$ cat config.mk
export PLATFORM = sky130hd
export DESIGN_NAME = pcs_rx_top
export DESIGN_NICKNAME = d
export VERILOG_FILES = /design/src/common/pcs_code_pkg.sv /design/src/common/pcs_link_pkg.sv /design/src/common/rx_sym_if.sv /design/src/decode/pcs_symbol_decoder.sv /design/src/framing/pcs_frame_delimiter.sv /design/src/verilog/pcs_link_monitor.sv /design/src/verilog/pcs_rx_top.sv
export SDC_FILE = /design/constraint.sdc
export NUM_CORES = 1
export LEC_CHECK = 0
export ABC_AREA = 1
export BUFFER_PORTS_ARGS = -buffer_cell sky130_fd_sc_hd__buf_2
export CAP_MARGIN = 15
export CORE_MARGIN = 3
export CORE_UTILIZATION = 61
export CTS_BUF_LIST = sky130_fd_sc_hd__clkbuf_2 sky130_fd_sc_hd__clkbuf_4 sky130_fd_sc_hd__clkbuf_8
export DETAILED_ROUTE_END_ITERATION = 12
export PLACE_DENSITY = 0.87
export REMOVE_ABC_BUFFERS = 1
export SETUP_SLACK_MARGIN = 0.05
export SYNTH_ARGS = -nofsm -noshare
export SYNTH_HDL_FRONTEND = slang
export SYNTH_SLANG_ARGS = --single-unit
$ cat constraint.sdc
create_clock -name clk_125m -period 2.7 [get_ports clk_125m]
set_clock_uncertainty 0.2 [all_clocks]
set_input_delay 0.54 -clock clk_125m [delete_from_list [all_inputs] [get_ports clk_125m]]
set_output_delay 0.54 -clock clk_125m [all_outputs]
set_load 0.005 [all_outputs]
$ cat src/common/pcs_code_pkg.sv
`default_nettype none

package pcs_code_pkg;

    // ------------------------------------------------------------
    // Code group layout
    // ------------------------------------------------------------
    localparam int CODE_WIDTH = 10;
    localparam int SUB6_WIDTH = 6;
    localparam int SUB4_WIDTH = 4;

    // abcdei in the upper bits, fghj in the lower bits
    typedef logic [CODE_WIDTH-1:0] code_group_t;
    typedef logic [SUB6_WIDTH-1:0] sub6_t;
    typedef logic [SUB4_WIDTH-1:0] sub4_t;

    // Comma idle K28.5 in both running-disparity forms
    localparam code_group_t IDLE_POS_RD = 10'h0FA;
    localparam code_group_t IDLE_NEG_RD = 10'h305;

    typedef struct packed {
        logic       valid;
        logic [4:0] value;
    } dec6_t;

    typedef struct packed {
        logic       valid;
        logic [2:0] value;
    } dec4_t;

    // ------------------------------------------------------------
    // 5b/6b lookup
    // ------------------------------------------------------------
    function automatic dec6_t decode_6b(input sub6_t sb);
        dec6_t res;
        res.valid = 1'b1;
        case (sb)
            6'b100111, 6'b011000:            res.value = 5'd0;
            6'b011101, 6'b100010:            res.value = 5'd1;
            6'b101101, 6'b010010:            res.value = 5'd2;
            6'b110001:                       res.value = 5'd3;
            6'b110101, 6'b001010:            res.value = 5'd4;
            6'b101001:                       res.value = 5'd5;
            6'b011001:                       res.value = 5'd6;
            6'b111000, 6'b000111:            res.value = 5'd7;
            6'b111001, 6'b000110:            res.value = 5'd8;
            6'b100101:                       res.value = 5'd9;
            6'b010101:                       res.value = 5'd10;
            6'b110100:                       res.value = 5'd11;
            6'b001101:                       res.value = 5'd12;
            6'b101100:                       res.value = 5'd13;
            6'b011100:                       res.value = 5'd14;
            6'b010111, 6'b101000:            res.value = 5'd15;
            6'b011011, 6'b100100:            res.value = 5'd16;
            6'b100011:                       res.value = 5'd17;
            6'b010011:                       res.value = 5'd18;
            6'b110010:                       res.value = 5'd19;
            6'b001011:                       res.value = 5'd20;
            6'b101010:                       res.value = 5'd21;
            6'b011010:                       res.value = 5'd22;
            6'b111010, 6'b000101:            res.value = 5'd23;
            6'b110011, 6'b001100:            res.value = 5'd24;
            6'b100110:                       res.value = 5'd25;
            6'b010110:                       res.value = 5'd26;
            6'b110110, 6'b001001:            res.value = 5'd27;
            // D.28 plus both K.28 forms
            6'b001110, 6'b001111, 6'b110000: res.value = 5'd28;
            6'b101110, 6'b010001:            res.value = 5'd29;
            6'b011110, 6'b100001:            res.value = 5'd30;
            6'b101011, 6'b010100:            res.value = 5'd31;
            default: begin
                res.valid = 1'b0;
                res.value = 5'd0;
            end
        endcase
        return res;
    endfunction

    // ------------------------------------------------------------
    // 3b/4b lookup
    // ------------------------------------------------------------
    function automatic dec4_t decode_4b(input sub4_t sb);
        dec4_t res;
        res.valid = 1'b1;
        case (sb)
            4'b1011, 4'b0100:                   res.value = 3'd0;
            4'b1001:                            res.value = 3'd1;
            4'b0101:                            res.value = 3'd2;
            4'b1100, 4'b0011:                   res.value = 3'd3;
            4'b1101, 4'b0010:                   res.value = 3'd4;
            4'b1010:                            res.value = 3'd5;
            4'b0110:                            res.value = 3'd6;
            // Primary and alternate x.7 forms
            4'b1110, 4'b0001, 4'b0111, 4'b1000: res.value = 3'd7;
            default: begin
                res.valid = 1'b0;
                res.value = 3'd0;
            end
        endcase
        return res;
    endfunction

endpackage

`default_nettype wire

$ cat src/common/pcs_link_pkg.sv
`default_nettype none

package pcs_link_pkg;

    typedef logic [7:0] octet_t;

    // Decoded value of the /T/ group (K29.7)
    localparam octet_t TERMINATE_OCTET = 8'hFD;

    // ------------------------------------------------------------
    // Link silence detection
    // ------------------------------------------------------------
    // Cycles without PMA valid before the link counts as silent
    localparam int LINK_TIMEOUT = 31;
    localparam int TIMEOUT_CNT_WIDTH = $clog2(LINK_TIMEOUT + 1);

    typedef logic [TIMEOUT_CNT_WIDTH-1:0] timeout_cnt_t;

endpackage

`default_nettype wire

$ cat src/common/rx_sym_if.sv
`timescale 1ns/1ns
`default_nettype none

interface rx_sym_if;

    import pcs_link_pkg::*;

    // Only meaningful while sym_valid is high
    logic   sym_valid;
    octet_t sym_octet;
    logic   sym_idle;
    logic   sym_code_err;

    modport src (
        output sym_valid,
        output sym_octet,
        output sym_idle,
        output sym_code_err
    );

    modport dst (
        input  sym_valid,
        input  sym_octet,
        input  sym_idle,
        input  sym_code_err
    );

    // Link monitor only looks at error status
    modport mon (
        input  sym_valid,
        input  sym_code_err
    );

endinterface

`default_nettype wire

$ cat src/decode/pcs_symbol_decoder.sv
`timescale 1ns/1ns
`default_nettype none

module pcs_symbol_decoder (
    input  wire logic                      clk_125m,
    input  wire logic                      rst_125m,
    input  wire logic                      pma_dval,
    input  wire pcs_code_pkg::code_group_t pma_code,
    rx_sym_if.src                          sym
);

    import pcs_code_pkg::*;
    import pcs_link_pkg::*;

    logic        code_vld_q;
    code_group_t code_q;
    dec6_t       dec6;
    dec4_t       dec4;
    logic        is_idle;
    logic        is_bad;
    octet_t      dec_octet;

    // ------------------------------------------------------------
    // Input stage
    // ------------------------------------------------------------
    always_ff @(posedge clk_125m or negedge rst_125m) begin
        if (!rst_125m) begin
            code_vld_q <= 1'b0;
        end else begin
            code_vld_q <= pma_dval;
        end
    end

    always_ff @(posedge clk_125m) begin
        if (pma_dval) begin
            code_q <= pma_code;
        end
    end

    // ------------------------------------------------------------
    // Lookup and classification
    // ------------------------------------------------------------
    always_comb begin
        dec6      = decode_6b(code_q[CODE_WIDTH-1 -: SUB6_WIDTH]);
        dec4      = decode_4b(code_q[SUB4_WIDTH-1:0]);
        is_idle   = (code_q == IDLE_POS_RD) || (code_q == IDLE_NEG_RD);
        // Idle forms are legal sub-blocks, so this never overlaps is_idle
        is_bad    = !(dec6.valid && dec4.valid);
        // HGF from the 4b side, EDCBA from the 6b side
        dec_octet = is_bad ? '0 : {dec4.value, dec6.value};
    end

    // ------------------------------------------------------------
    // Symbol output stage
    // ------------------------------------------------------------
    always_ff @(posedge clk_125m or negedge rst_125m) begin
        if (!rst_125m) begin
            sym.sym_valid    <= 1'b0;
            sym.sym_idle     <= 1'b0;
            sym.sym_code_err <= 1'b0;
        end else begin
            sym.sym_valid    <= code_vld_q;
            sym.sym_idle     <= code_vld_q && is_idle;
            sym.sym_code_err <= code_vld_q && is_bad;
        end
    end

    always_ff @(posedge clk_125m) begin
        if (code_vld_q) begin
            sym.sym_octet <= dec_octet;
        end
    end

endmodule

`default_nettype wire

$ cat src/framing/pcs_frame_delimiter.sv
`timescale 1ns/1ns
`default_nettype none

module pcs_frame_delimiter (
    input  wire logic            clk_125m,
    input  wire logic            rst_125m,
    rx_sym_if.dst                sym,
    output logic                 mac_dval,
    output logic                 mac_sop,
    output logic                 mac_eop,
    output pcs_link_pkg::octet_t mac_data
);

    import pcs_link_pkg::*;

    logic   sym_accept;
    logic   sym_is_data;
    logic   release_now;
    logic   link_synced;
    logic   first_pend;
    logic   pend_vld;
    logic   pend_sop;
    octet_t pend_octet;

    // Invalid groups vanish from the stream here
    assign sym_accept  = sym.sym_valid && !sym.sym_code_err;
    assign sym_is_data = sym_accept && !sym.sym_idle;
    // Next good symbol tells us what the held octet is
    assign release_now = sym_accept && pend_vld;

    // ------------------------------------------------------------
    // Framing state
    // ------------------------------------------------------------
    always_ff @(posedge clk_125m or negedge rst_125m) begin
        if (!rst_125m) begin
            link_synced <= 1'b0;
            first_pend  <= 1'b0;
            pend_vld    <= 1'b0;
            pend_sop    <= 1'b0;
        end else if (sym_accept) begin
            if (sym.sym_idle) begin
                link_synced <= 1'b1;
                first_pend  <= 1'b1;
                pend_vld    <= 1'b0;
            end else if (link_synced) begin
                pend_vld    <= 1'b1;
                pend_sop    <= first_pend;
                first_pend  <= 1'b0;
            end
        end
    end

    always_ff @(posedge clk_125m) begin
        if (sym_is_data) begin
            pend_octet <= sym.sym_octet;
        end
    end

    // ------------------------------------------------------------
    // MAC side
    // ------------------------------------------------------------
    always_ff @(posedge clk_125m or negedge rst_125m) begin
        if (!rst_125m) begin
            mac_dval <= 1'b0;
            mac_sop  <= 1'b0;
            mac_eop  <= 1'b0;
        end else begin
            mac_dval <= release_now;
            mac_sop  <= release_now && pend_sop;
            // Terminate only counts when idle follows it
            mac_eop  <= release_now && sym.sym_idle && (pend_octet == TERMINATE_OCTET);
        end
    end

    always_ff @(posedge clk_125m) begin
        if (release_now) begin
            mac_data <= pend_octet;
        end
    end

endmodule

`default_nettype wire

$ cat src/verilog/pcs_link_monitor.sv
`timescale 1ns/1ns
`default_nettype none

module pcs_link_monitor (
    input  wire logic clk_125m,
    input  wire logic rst_125m,
    input  wire logic pma_dval,
    rx_sym_if.mon     sym,
    output logic      pcs_err
);

    import pcs_link_pkg::*;

    timeout_cnt_t silent_cnt;
    logic         link_silent;
    logic         code_err_hold;
    logic         code_err_now;

    assign link_silent  = (silent_cnt == timeout_cnt_t'(LINK_TIMEOUT));
    // Flag follows each valid symbol, otherwise keeps its last value
    assign code_err_now = sym.sym_valid ? sym.sym_code_err : code_err_hold;

    // ------------------------------------------------------------
    // Silence counter, saturating
    // ------------------------------------------------------------
    always_ff @(posedge clk_125m or negedge rst_125m) begin
        if (!rst_125m) begin
            silent_cnt <= '0;
        end else if (pma_dval) begin
            silent_cnt <= '0;
        end else if (!link_silent) begin
            silent_cnt <= silent_cnt + timeout_cnt_t'(1);
        end
    end

    // ------------------------------------------------------------
    // Error output
    // ------------------------------------------------------------
    always_ff @(posedge clk_125m or negedge rst_125m) begin
        if (!rst_125m) begin
            code_err_hold <= 1'b0;
            pcs_err       <= 1'b0;
        end else begin
            code_err_hold <= code_err_now;
            pcs_err       <= code_err_now || link_silent;
        end
    end

endmodule

`default_nettype wire

$ cat src/verilog/pcs_rx_top.sv
`timescale 1ns/1ns
`default_nettype none

module pcs_rx_top (
    input  wire logic                      clk_125m,
    input  wire logic                      rst_125m,
    // PMA side
    input  wire logic                      pma_dval,
    input  wire pcs_code_pkg::code_group_t pma_code,
    // MAC side
    output logic                           mac_dval,
    output logic                           mac_sop,
    output logic                           mac_eop,
    output pcs_link_pkg::octet_t           mac_data,
    output logic                           pcs_err
);

    // Decoded symbol stream shared by framing and monitoring
    rx_sym_if sym_bus ();

    pcs_symbol_decoder u_decoder (
        .clk_125m (clk_125m),
        .rst_125m (rst_125m),
        .pma_dval (pma_dval),
        .pma_code (pma_code),
        .sym      (sym_bus.src)
    );

    pcs_frame_delimiter u_delimiter (
        .clk_125m (clk_125m),
        .rst_125m (rst_125m),
        .sym      (sym_bus.dst),
        .mac_dval (mac_dval),
        .mac_sop  (mac_sop),
        .mac_eop  (mac_eop),
        .mac_data (mac_data)
    );

    // Silence is judged on the raw PMA strobe
    pcs_link_monitor u_monitor (
        .clk_125m (clk_125m),
        .rst_125m (rst_125m),
        .pma_dval (pma_dval),
        .sym      (sym_bus.mon),
        .pcs_err  (pcs_err)
    );

endmodule

`default_nettype wire

==> results of run 1 <==
==> area by class of cell <==
class	instances	area [um^2]	area share (%)
sequential	52	1471	50.26
multi-input combinational	222	1055	36.03
timing repair buffer	26	137.6	4.701
inverter	24	90.09	3.077
clock buffer	5	68.82	2.350
tap	50	62.56	2.137
clock inverter	3	42.54	1.453
==> sequential cells by signal, indices dropped and copies added (netlist names), 5 cells and up <==
name and flops:
u_decoder.code_q 10, u_decoder.sym.sym_octet 8, u_delimiter.mac_data 8, u_delimiter.pend_octet 8
u_monitor.silent_cnt 5
==> placed cells by master, fill, tap and decap left out, types with 2 or more instances in the layout <==
cell	Yosys	layout
a21oi_1	11	11
nor2_2	11	11
clkbuf_8	0	5
nor2_1	51	51
o21ai_0	8	8
dfrtp_1	18	18
nor3_1	3	3
edfxtp_1	34	34
ha_1	2	2
nor4_1	2	2
nor2_4	4	4
buf_2	0	24
nand3_1	49	49
inv_2	5	5
nand4_1	5	5
nand2_1	66	66
inv_1	19	19
==> worst max path at each step <==
stage / from / end / slack (ps) / cells past startpoint
after floorplan: u_decoder.code_q[8] / u_decoder.sym.sym_octet[2] / 840 / 10
after global placement: u_decoder.code_q[7] / u_decoder.sym.sym_octet[6] / 680 / 10
after detailed placement: u_decoder.code_q[7] / u_decoder.sym.sym_octet[1] / 580 / 10
after CTS: u_decoder.code_q[7] / u_decoder.sym.sym_octet[2] / 540 / 10
after global routing: u_decoder.code_q[7] / u_decoder.sym.sym_octet[2] / 370 / 10
final: u_decoder.code_q[7] / u_decoder.sym.sym_octet[2] / 530 / 10
==> cell families (layout without fill, tap and decap cells) <==
family	Yosys count	count (layout)	synth area share [%]
fa+ha+maj	2	2	0.9468
flops	52	52	55.68
simple gates	196	196	33.95
xor+xnor	1	1	0.3315
buf+inv	27	58	4.403
compound gates	23	23	4.688
==> metal layers <==
metal | vias up | routed length (um) | track usage, %
met5 | - | 0 | 0
met4 | 0 | 206 | 13.15
met3 | 21 | 362 | 4.769
met2 | 98 | 2588 | 37.65
met1 | 970 | 1971 | 23.79
li1 | 1075 | - | -
==> per-stage QoR <==
stage                     instances  utilization, %  setup WS (ps)  area (um^2)
after detailed placement        373           68.68          581.2         2806
after CTS                       382           71.65          540.3         2928
after global placement          373           68.68          680.3         2806
after floorplan                 298               -          837.1         2616
final                           382           71.65          525.6         2928
after global routing            382           71.65          367.2         2928
==> where the power goes <==
group	internal, uW	switching (uW)	total [uW]
clock	274	245	519
sequential	946	40.6	986
combinational	88.5	191	280
==> critical path: stages (launching register included) <==
cell and delay, ps:
edfxtp_1 440, inv_1 80, nor2_1 510, nand3_1 200, nand2_1 130, nor2_1 50
nand2_1 60, nor2_1 60, nand3_2 100, nand2_4 100, nor2_2 100
==> repair_timing <==
| item | in CTS | in global routing |
|---|---|---|
| resized for setup | 0 | 0 |
| hold buffers | 1 | 0 |
| hold endpoints to repair | 18 | 0 |
==> impl_metrics.json, run 1 <==
{
  "pin_count": 25,
  "cp-end-kind": "register",
  "viasPerCell": 5.665,
  "grt_pass1_wl_um": 8480,
  "setup_viol": 0,
  "grt-ovfl-total": 0,
  "first_pass_iters": 5,
  "drt_iter0_drc": 160,
  "vias": 2164,
  "period_minus_slack_ps": 2174,
  "synth-edff-count": 34,
  "grt_max_degree": 19,
  "fin_hold_ws_ps": 200.8,
  "hpwl_um": 3818,
  "yosysSeqAreaShare_pct": 55.68,
  "holdPathStages": 1,
  "power_uw": 1785,
  "reg2reg_from": "u_decoder.code_q[7]",
  "synth_common_cells": "66 x nand2_1, 51 x nor2_1, 49 x nand3_1",
  "maxSlewViolCount": 0,
  "rsz0062_at_grt": "no",
  "nets": 346,
  "worstHoldEndpoint": "u_decoder.code_q[7]",
  "status": "complete, no violations",
  "drive_above_1_share_pct": 16.57,
  "ys_top_cells_by_area": "edfxtp_1 39%, dfrtp_1 17%, nand2_1 9.4%",
  "max_freq_mhz": 459.9,
  "worstPathRequired_ps": 2670,
  "routed_wl_um": 5128,
  "die_width_um": 71.82,
  "worstPathArrival_ps": 2150,
  "startpoint_type": "register",
  "postCtsSetupBuffers": 0,
  "synth_area_per_cell_um2": 8.779,
  "root_buffer": "clkbuf_8",
  "ys_warn_count": 0,
  "clk_path_buf_depth": 2,
  "hold_violations": 0,
  "synth_largest_area_cell": "edfxtp_1",
  "powerDensity_nw_per_um2": 609.8,
  "synth-main-ff-cell": "edfxtp_1",
  "r2r_slack_ps": 530,
  "regToRegEndpoint": "u_decoder.sym.sym_octet[2]",
  "drc_errors": 0,
  "grt_pass1_vias": 1993,
  "ir_worst_vdd_uv": 321.0,
  "leakage_uw": 0.001405,
  "initial_utilization_pct": 64.67,
  "wl_per_cell_um": 13.42,
  "num_rows": 23,
  "die_height_um": 71.82,
  "cts.htree.levels": 2,
  "yosysUniqueCellTypes": 27,
  "postSynthCellCount": 301,
  "worst_pin_slew_ps": 662.6,
  "gp_congestion": 1.000,
  "path_max_fanout": 11,
  "dieArea_um2": 5158,
  "setup_tns_ps": 0,
  "netlist.area_leader.share_pct": 38.64,
  "io_buffers": 24,
  "async_reset_ff_share_pct": 34.62,
  "cts_tree": "built",
  "area.growth.synth_to_final_pct": 10.80,
  "clk_pin_slew_ps": 90,
  "fill_cells": 294,
  "fin_crit_sh_pct": 80.53,
  "core_um2": 4086,
  "crit_type": "register to register",
  "syn_area_um2": 2643,
  "reg2reg_depth": 10,
  "cts.sinks": 52,
  "ys_seq_elements": 52,
  "antenna_found_initial": 0,
  "insertion_delay_ps": 310,
  "antenna_cells": 0,
  "drt.antenna.violating_nets": 0,
  "hp-class": "primary input to register",
  "hold_path_startpoint": "pma_code[7]",
  "relSlewSlack_pct": 55.67,
  "grt_usage_pct": 21.57,
  "numCtsBuffers": 5,
  "post-synth-top-count-cell": "nand2_1",
  "drv_cap": 0
}
(Power assumes the default switching activity.)
==> inputs of run 2 (changes only) <==
--- a/config.mk
+++ b/config.mk
@@ -5,7 +5,7 @@
 export SDC_FILE = /design/constraint.sdc
 export NUM_CORES = 1
 export LEC_CHECK = 0
-export ABC_AREA = 1
+export ABC_AREA = 0
 export BUFFER_PORTS_ARGS = -buffer_cell sky130_fd_sc_hd__buf_2
 export CAP_MARGIN = 15
 export CORE_MARGIN = 3
==> constraint.sdc (replaced) <==
create_clock -name clk_125m -period 2.2 [get_ports clk_125m]
set_clock_uncertainty 0.2 [all_clocks]
set_input_delay 0.44 -clock clk_125m [delete_from_list [all_inputs] [get_ports clk_125m]]
set_output_delay 0.44 -clock clk_125m [all_outputs]
set_load 0.005 [all_outputs]
==> run 2 against run 1 <==
Largest cell class unchanged. Highest routed layer unchanged. Sequential share of layout area increased by 2.1 points. Synthesized cell count fell by 28%. Non-clock buffer count up 12. Design area is 4.1% lower. Worst hold slack lost 100 ps. First-iteration DRC count shrank 11%. Critical path depth down 4. Core utilization grew 2.3 points. Via count down 18%. Sequential power increased by 21%. Sequential cell count did not move.
==> impl_metrics.json, run 2 <==
{
  "hp-class": "primary input to register",
  "syn_area_um2": 2509,
  "p_clk_share_pct": 26.7,
  "max_freq_mhz": 487.4,
  "cts.htree.levels": 2,
  "crit_end": "u_decoder.sym.sym_octet[3]",
  "worst_pin_slew_ps": 416.1,
  "cp-end-kind": "register",
  "dp.cells": 283,
  "preCtsSetupSlack_ps": 177.5,
  "nets": 259,
  "slowest_stage": "edfxtp_1",
  "startpoint_type": "register",
  "io_buffers": 24,
  "p_int_uw": 1519,
  "post-synth-top-count-cell": "edfxtp_1",
  "final_cells": 293,
  "numCtsBuffers": 5,
  "crit_cells": 6,
  "wl_per_cell_um": 14.93,
  "path_cells": "nor2_1 -> buf_4 -> o2111ai_1 -> and3_4 -> or3_4 -> a2111oi_4",
  "rsz0062_at_grt": "no",
  "ys_seq_elements": 52,
  "gp_congestion": 0.9862,
  "grt_pass1_vias": 1661,
  "path_max_fanout": 5,
  "area.growth.synth_to_final_pct": 11.97,
  "hpwl_um": 3044,
  "cpPeakStageDelay_ps": 450,
  "synth_largest_area_cell": "edfxtp_1",
  "grt-ovfl-total": 0,
  "hold_violations": 0,
  "synth_common_cells": "34 x edfxtp_1, 18 x dfrtp_1, 16 x a21oi_1",
  "viasPerCell": 6.020,
  "leakage_uw": 0.001117,
  "num_rows": 22,
  "cts_tree": "built",
  "drc_errors": 0,
  "core_um2": 3799,
  "p_sw_uw": 553.9,
  "fill_cells": 254,
  "drive_above_1_share_pct": 22.45,
  "die_width_um": 70.13,
  "synth-main-ff-cell": "edfxtp_1",
  "powerDensity_nw_per_um2": 737.9,
  "die_height_um": 70.13,
  "antenna_found_initial": 0,
  "dieArea_um2": 4918,
  "antenna_cells": 0,
  "first_pass_iters": 4,
  "reg2reg_depth": 6,
  "cp_top_family": "simple AND/OR/NAND/NOR gates",
  "seq_power_share_pct": 57.5,
  "drv_cap": 0,
  "yosysSeqAreaShare_pct": 58.65,
  "relSlewSlack_pct": 72.26,
  "fin_ws_ps": 148.2,
  "clk_path_buf_depth": 2,
  "synth_area_per_cell_um2": 11.51,
  "grt_usage_pct": 18.20,
  "r2r_slack_ps": 150,
  "drt_iter0_drc": 143,
  "routed_wl_um": 4375,
  "postSynthCellCount": 218,
  "clk_pin_slew_ps": 90,
  "status": "complete, no violations",
  "pin_count": 25,
  "largest_reg_flops": 10,
  "regToRegEndpoint": "u_decoder.sym.sym_octet[3]",
  "root_buffer": "clkbuf_8",
  "netlist.area_leader.share_pct": 40.70,
  "ir_worst_vdd_uv": 625.2,
  "grt_max_degree": 25,
  "fin_crit_sh_pct": 93.26,
  "worstPathArrival_ps": 1970,
  "yosysUniqueCellTypes": 51,
  "async_reset_ff_share_pct": 34.62,
  "maxSlewViolCount": 0,
  "final_common_cell": "edfxtp_1",
  "cts.sinks": 52,
  "ys_warn_count": 0,
  "switching_share_pct": 26.72,
  "setup_viol": 0,
  "ys_top_cells_by_area": "edfxtp_1 41%, dfrtp_1 18%, a21oi_1 3.2%",
  "reg2reg_from": "u_decoder.code_q[7]",
  "period_minus_slack_ps": 2052,
  "critPathBufInv": 1,
  "drt.antenna.violating_nets": 0,
  "synth-edff-count": 34,
  "crit_start": "u_decoder.code_q[7]",
  "worstPathRequired_ps": 2120,
  "vias": 1764,
  "grt_pass1_wl_um": 7162,
  "insertion_delay_ps": 310,
  "initial_utilization_pct": 66.04,
  "top_register": "u_decoder.code_q",
  "p_comb_share_pct": 15.8,
  "mostFrequentLayoutCells": "34 x edfxtp_1, 24 x buf_2, 18 x dfrtp_1",
  "crit_type": "register to register"
}
-- run 2: kinds of logic after synthesis --
group / Yosys count / share of synthesized area [%]
adders and majority gates: 3 / 1.396
DFF: 52 / 58.65
AOI/OAI and AO/OA: 53 / 14.71
muxes: 6 / 2.494
and+or+nand+nor: 76 / 17.06
buffers and inverters: 23 / 3.940
xor gates and xnor gates: 5 / 1.746
-- run 2: worst reg2reg max path: stages (launching register included) --
cell,delay [ps]
edfxtp_1,450
nor2_1,210
buf_4,160
o2111ai_1,100
and3_4,200
or3_4,360
a2111oi_4,200
-- run 2: timing repair --
item / CTS / global route
hold buffers: 1 / 0
hold endpoints to repair: 18 / 0
buffers inserted: 0 / 1
endpoints found under the setup margin: 0 / 1
gates resized for setup: 0 / 0
-- run 2: how the worst min path moves through the flow --
stage,from,endpoint,slack [ps],cells past startpoint
6_report,pma_code[4],u_decoder.code_q[4],100,1
5_1_grt,pma_code[8],u_decoder.code_q[8],90,1
4_1_cts,pma_code[4],u_decoder.code_q[4],90,1
3_5_place_dp,rst_125m,u_monitor.silent_cnt[0],190,1
3_3_place_gp,rst_125m,u_monitor.silent_cnt[3],190,1
2_1_floorplan,rst_125m,u_decoder.code_vld_q,-60,0
-- run 2: power groups by stage --
| stage | Clock, uW | Sequential, uW | Combinational [uW] |
|---|---|---|---|
| after detailed placement | 0 | 1220 | 318 |
| after global placement | 0 | 1210 | 308 |
| after floorplan | 0 | 1230 | 181 |
| after global routing | 612 | 1200 | 361 |
| after CTS | 572 | 1190 | 322 |
| final | 554 | 1190 | 327 |
-- run 2: per-stage QoR --
| stage | utilization [%] | TNS [ps] | total power (uW) | hold WS [ps] | area (um^2) |
|---|---|---|---|---|---|
| 6_report | 73.95 | 0 | 2073 | 100.9 | 2809 |
| 5_1_grt | 73.95 | 0 | 2177 | 88.06 | 2809 |
| 4_1_cts | 73.75 | 0 | 2088 | 94.07 | 2801 |
| 3_5_place_dp | 70.95 | 0 | 1533 | 190.6 | 2695 |
| 3_3_place_gp | 70.95 | 0 | 1515 | 185.5 | 2695 |
| 2_1_floorplan | - | -61.52 | 1412 | -55.59 | 2425 |
-- run 2: routing by layer --
| metal | share of wire, % | vias up | GRT usage, % | wire, um |
|---|---|---|---|---|
| met1 | 41 | 837 | 22.87 | 1810 |
| li1 | - | 861 | - | - |
| met3 | 5.6 | 5 | 4.460 | 247 |
| met4 | 0.89 | 0 | 4.043 | 39 |
| met5 | 0 | - | 0 | 0 |
| met2 | 52 | 61 | 31.79 | 2279 |
-- run 2: layout make-up --
class	count	area, um^2	area share, %
clock buffers	5	68.82	2.450
clock inverters	3	27.53	0.9800
inverters	4	15.01	0.5345
multi-input cells	143	938.4	33.41
flip-flops and latches	52	1471	52.38
well taps	48	60.06	2.138
repair buffers	38	227.7	8.107
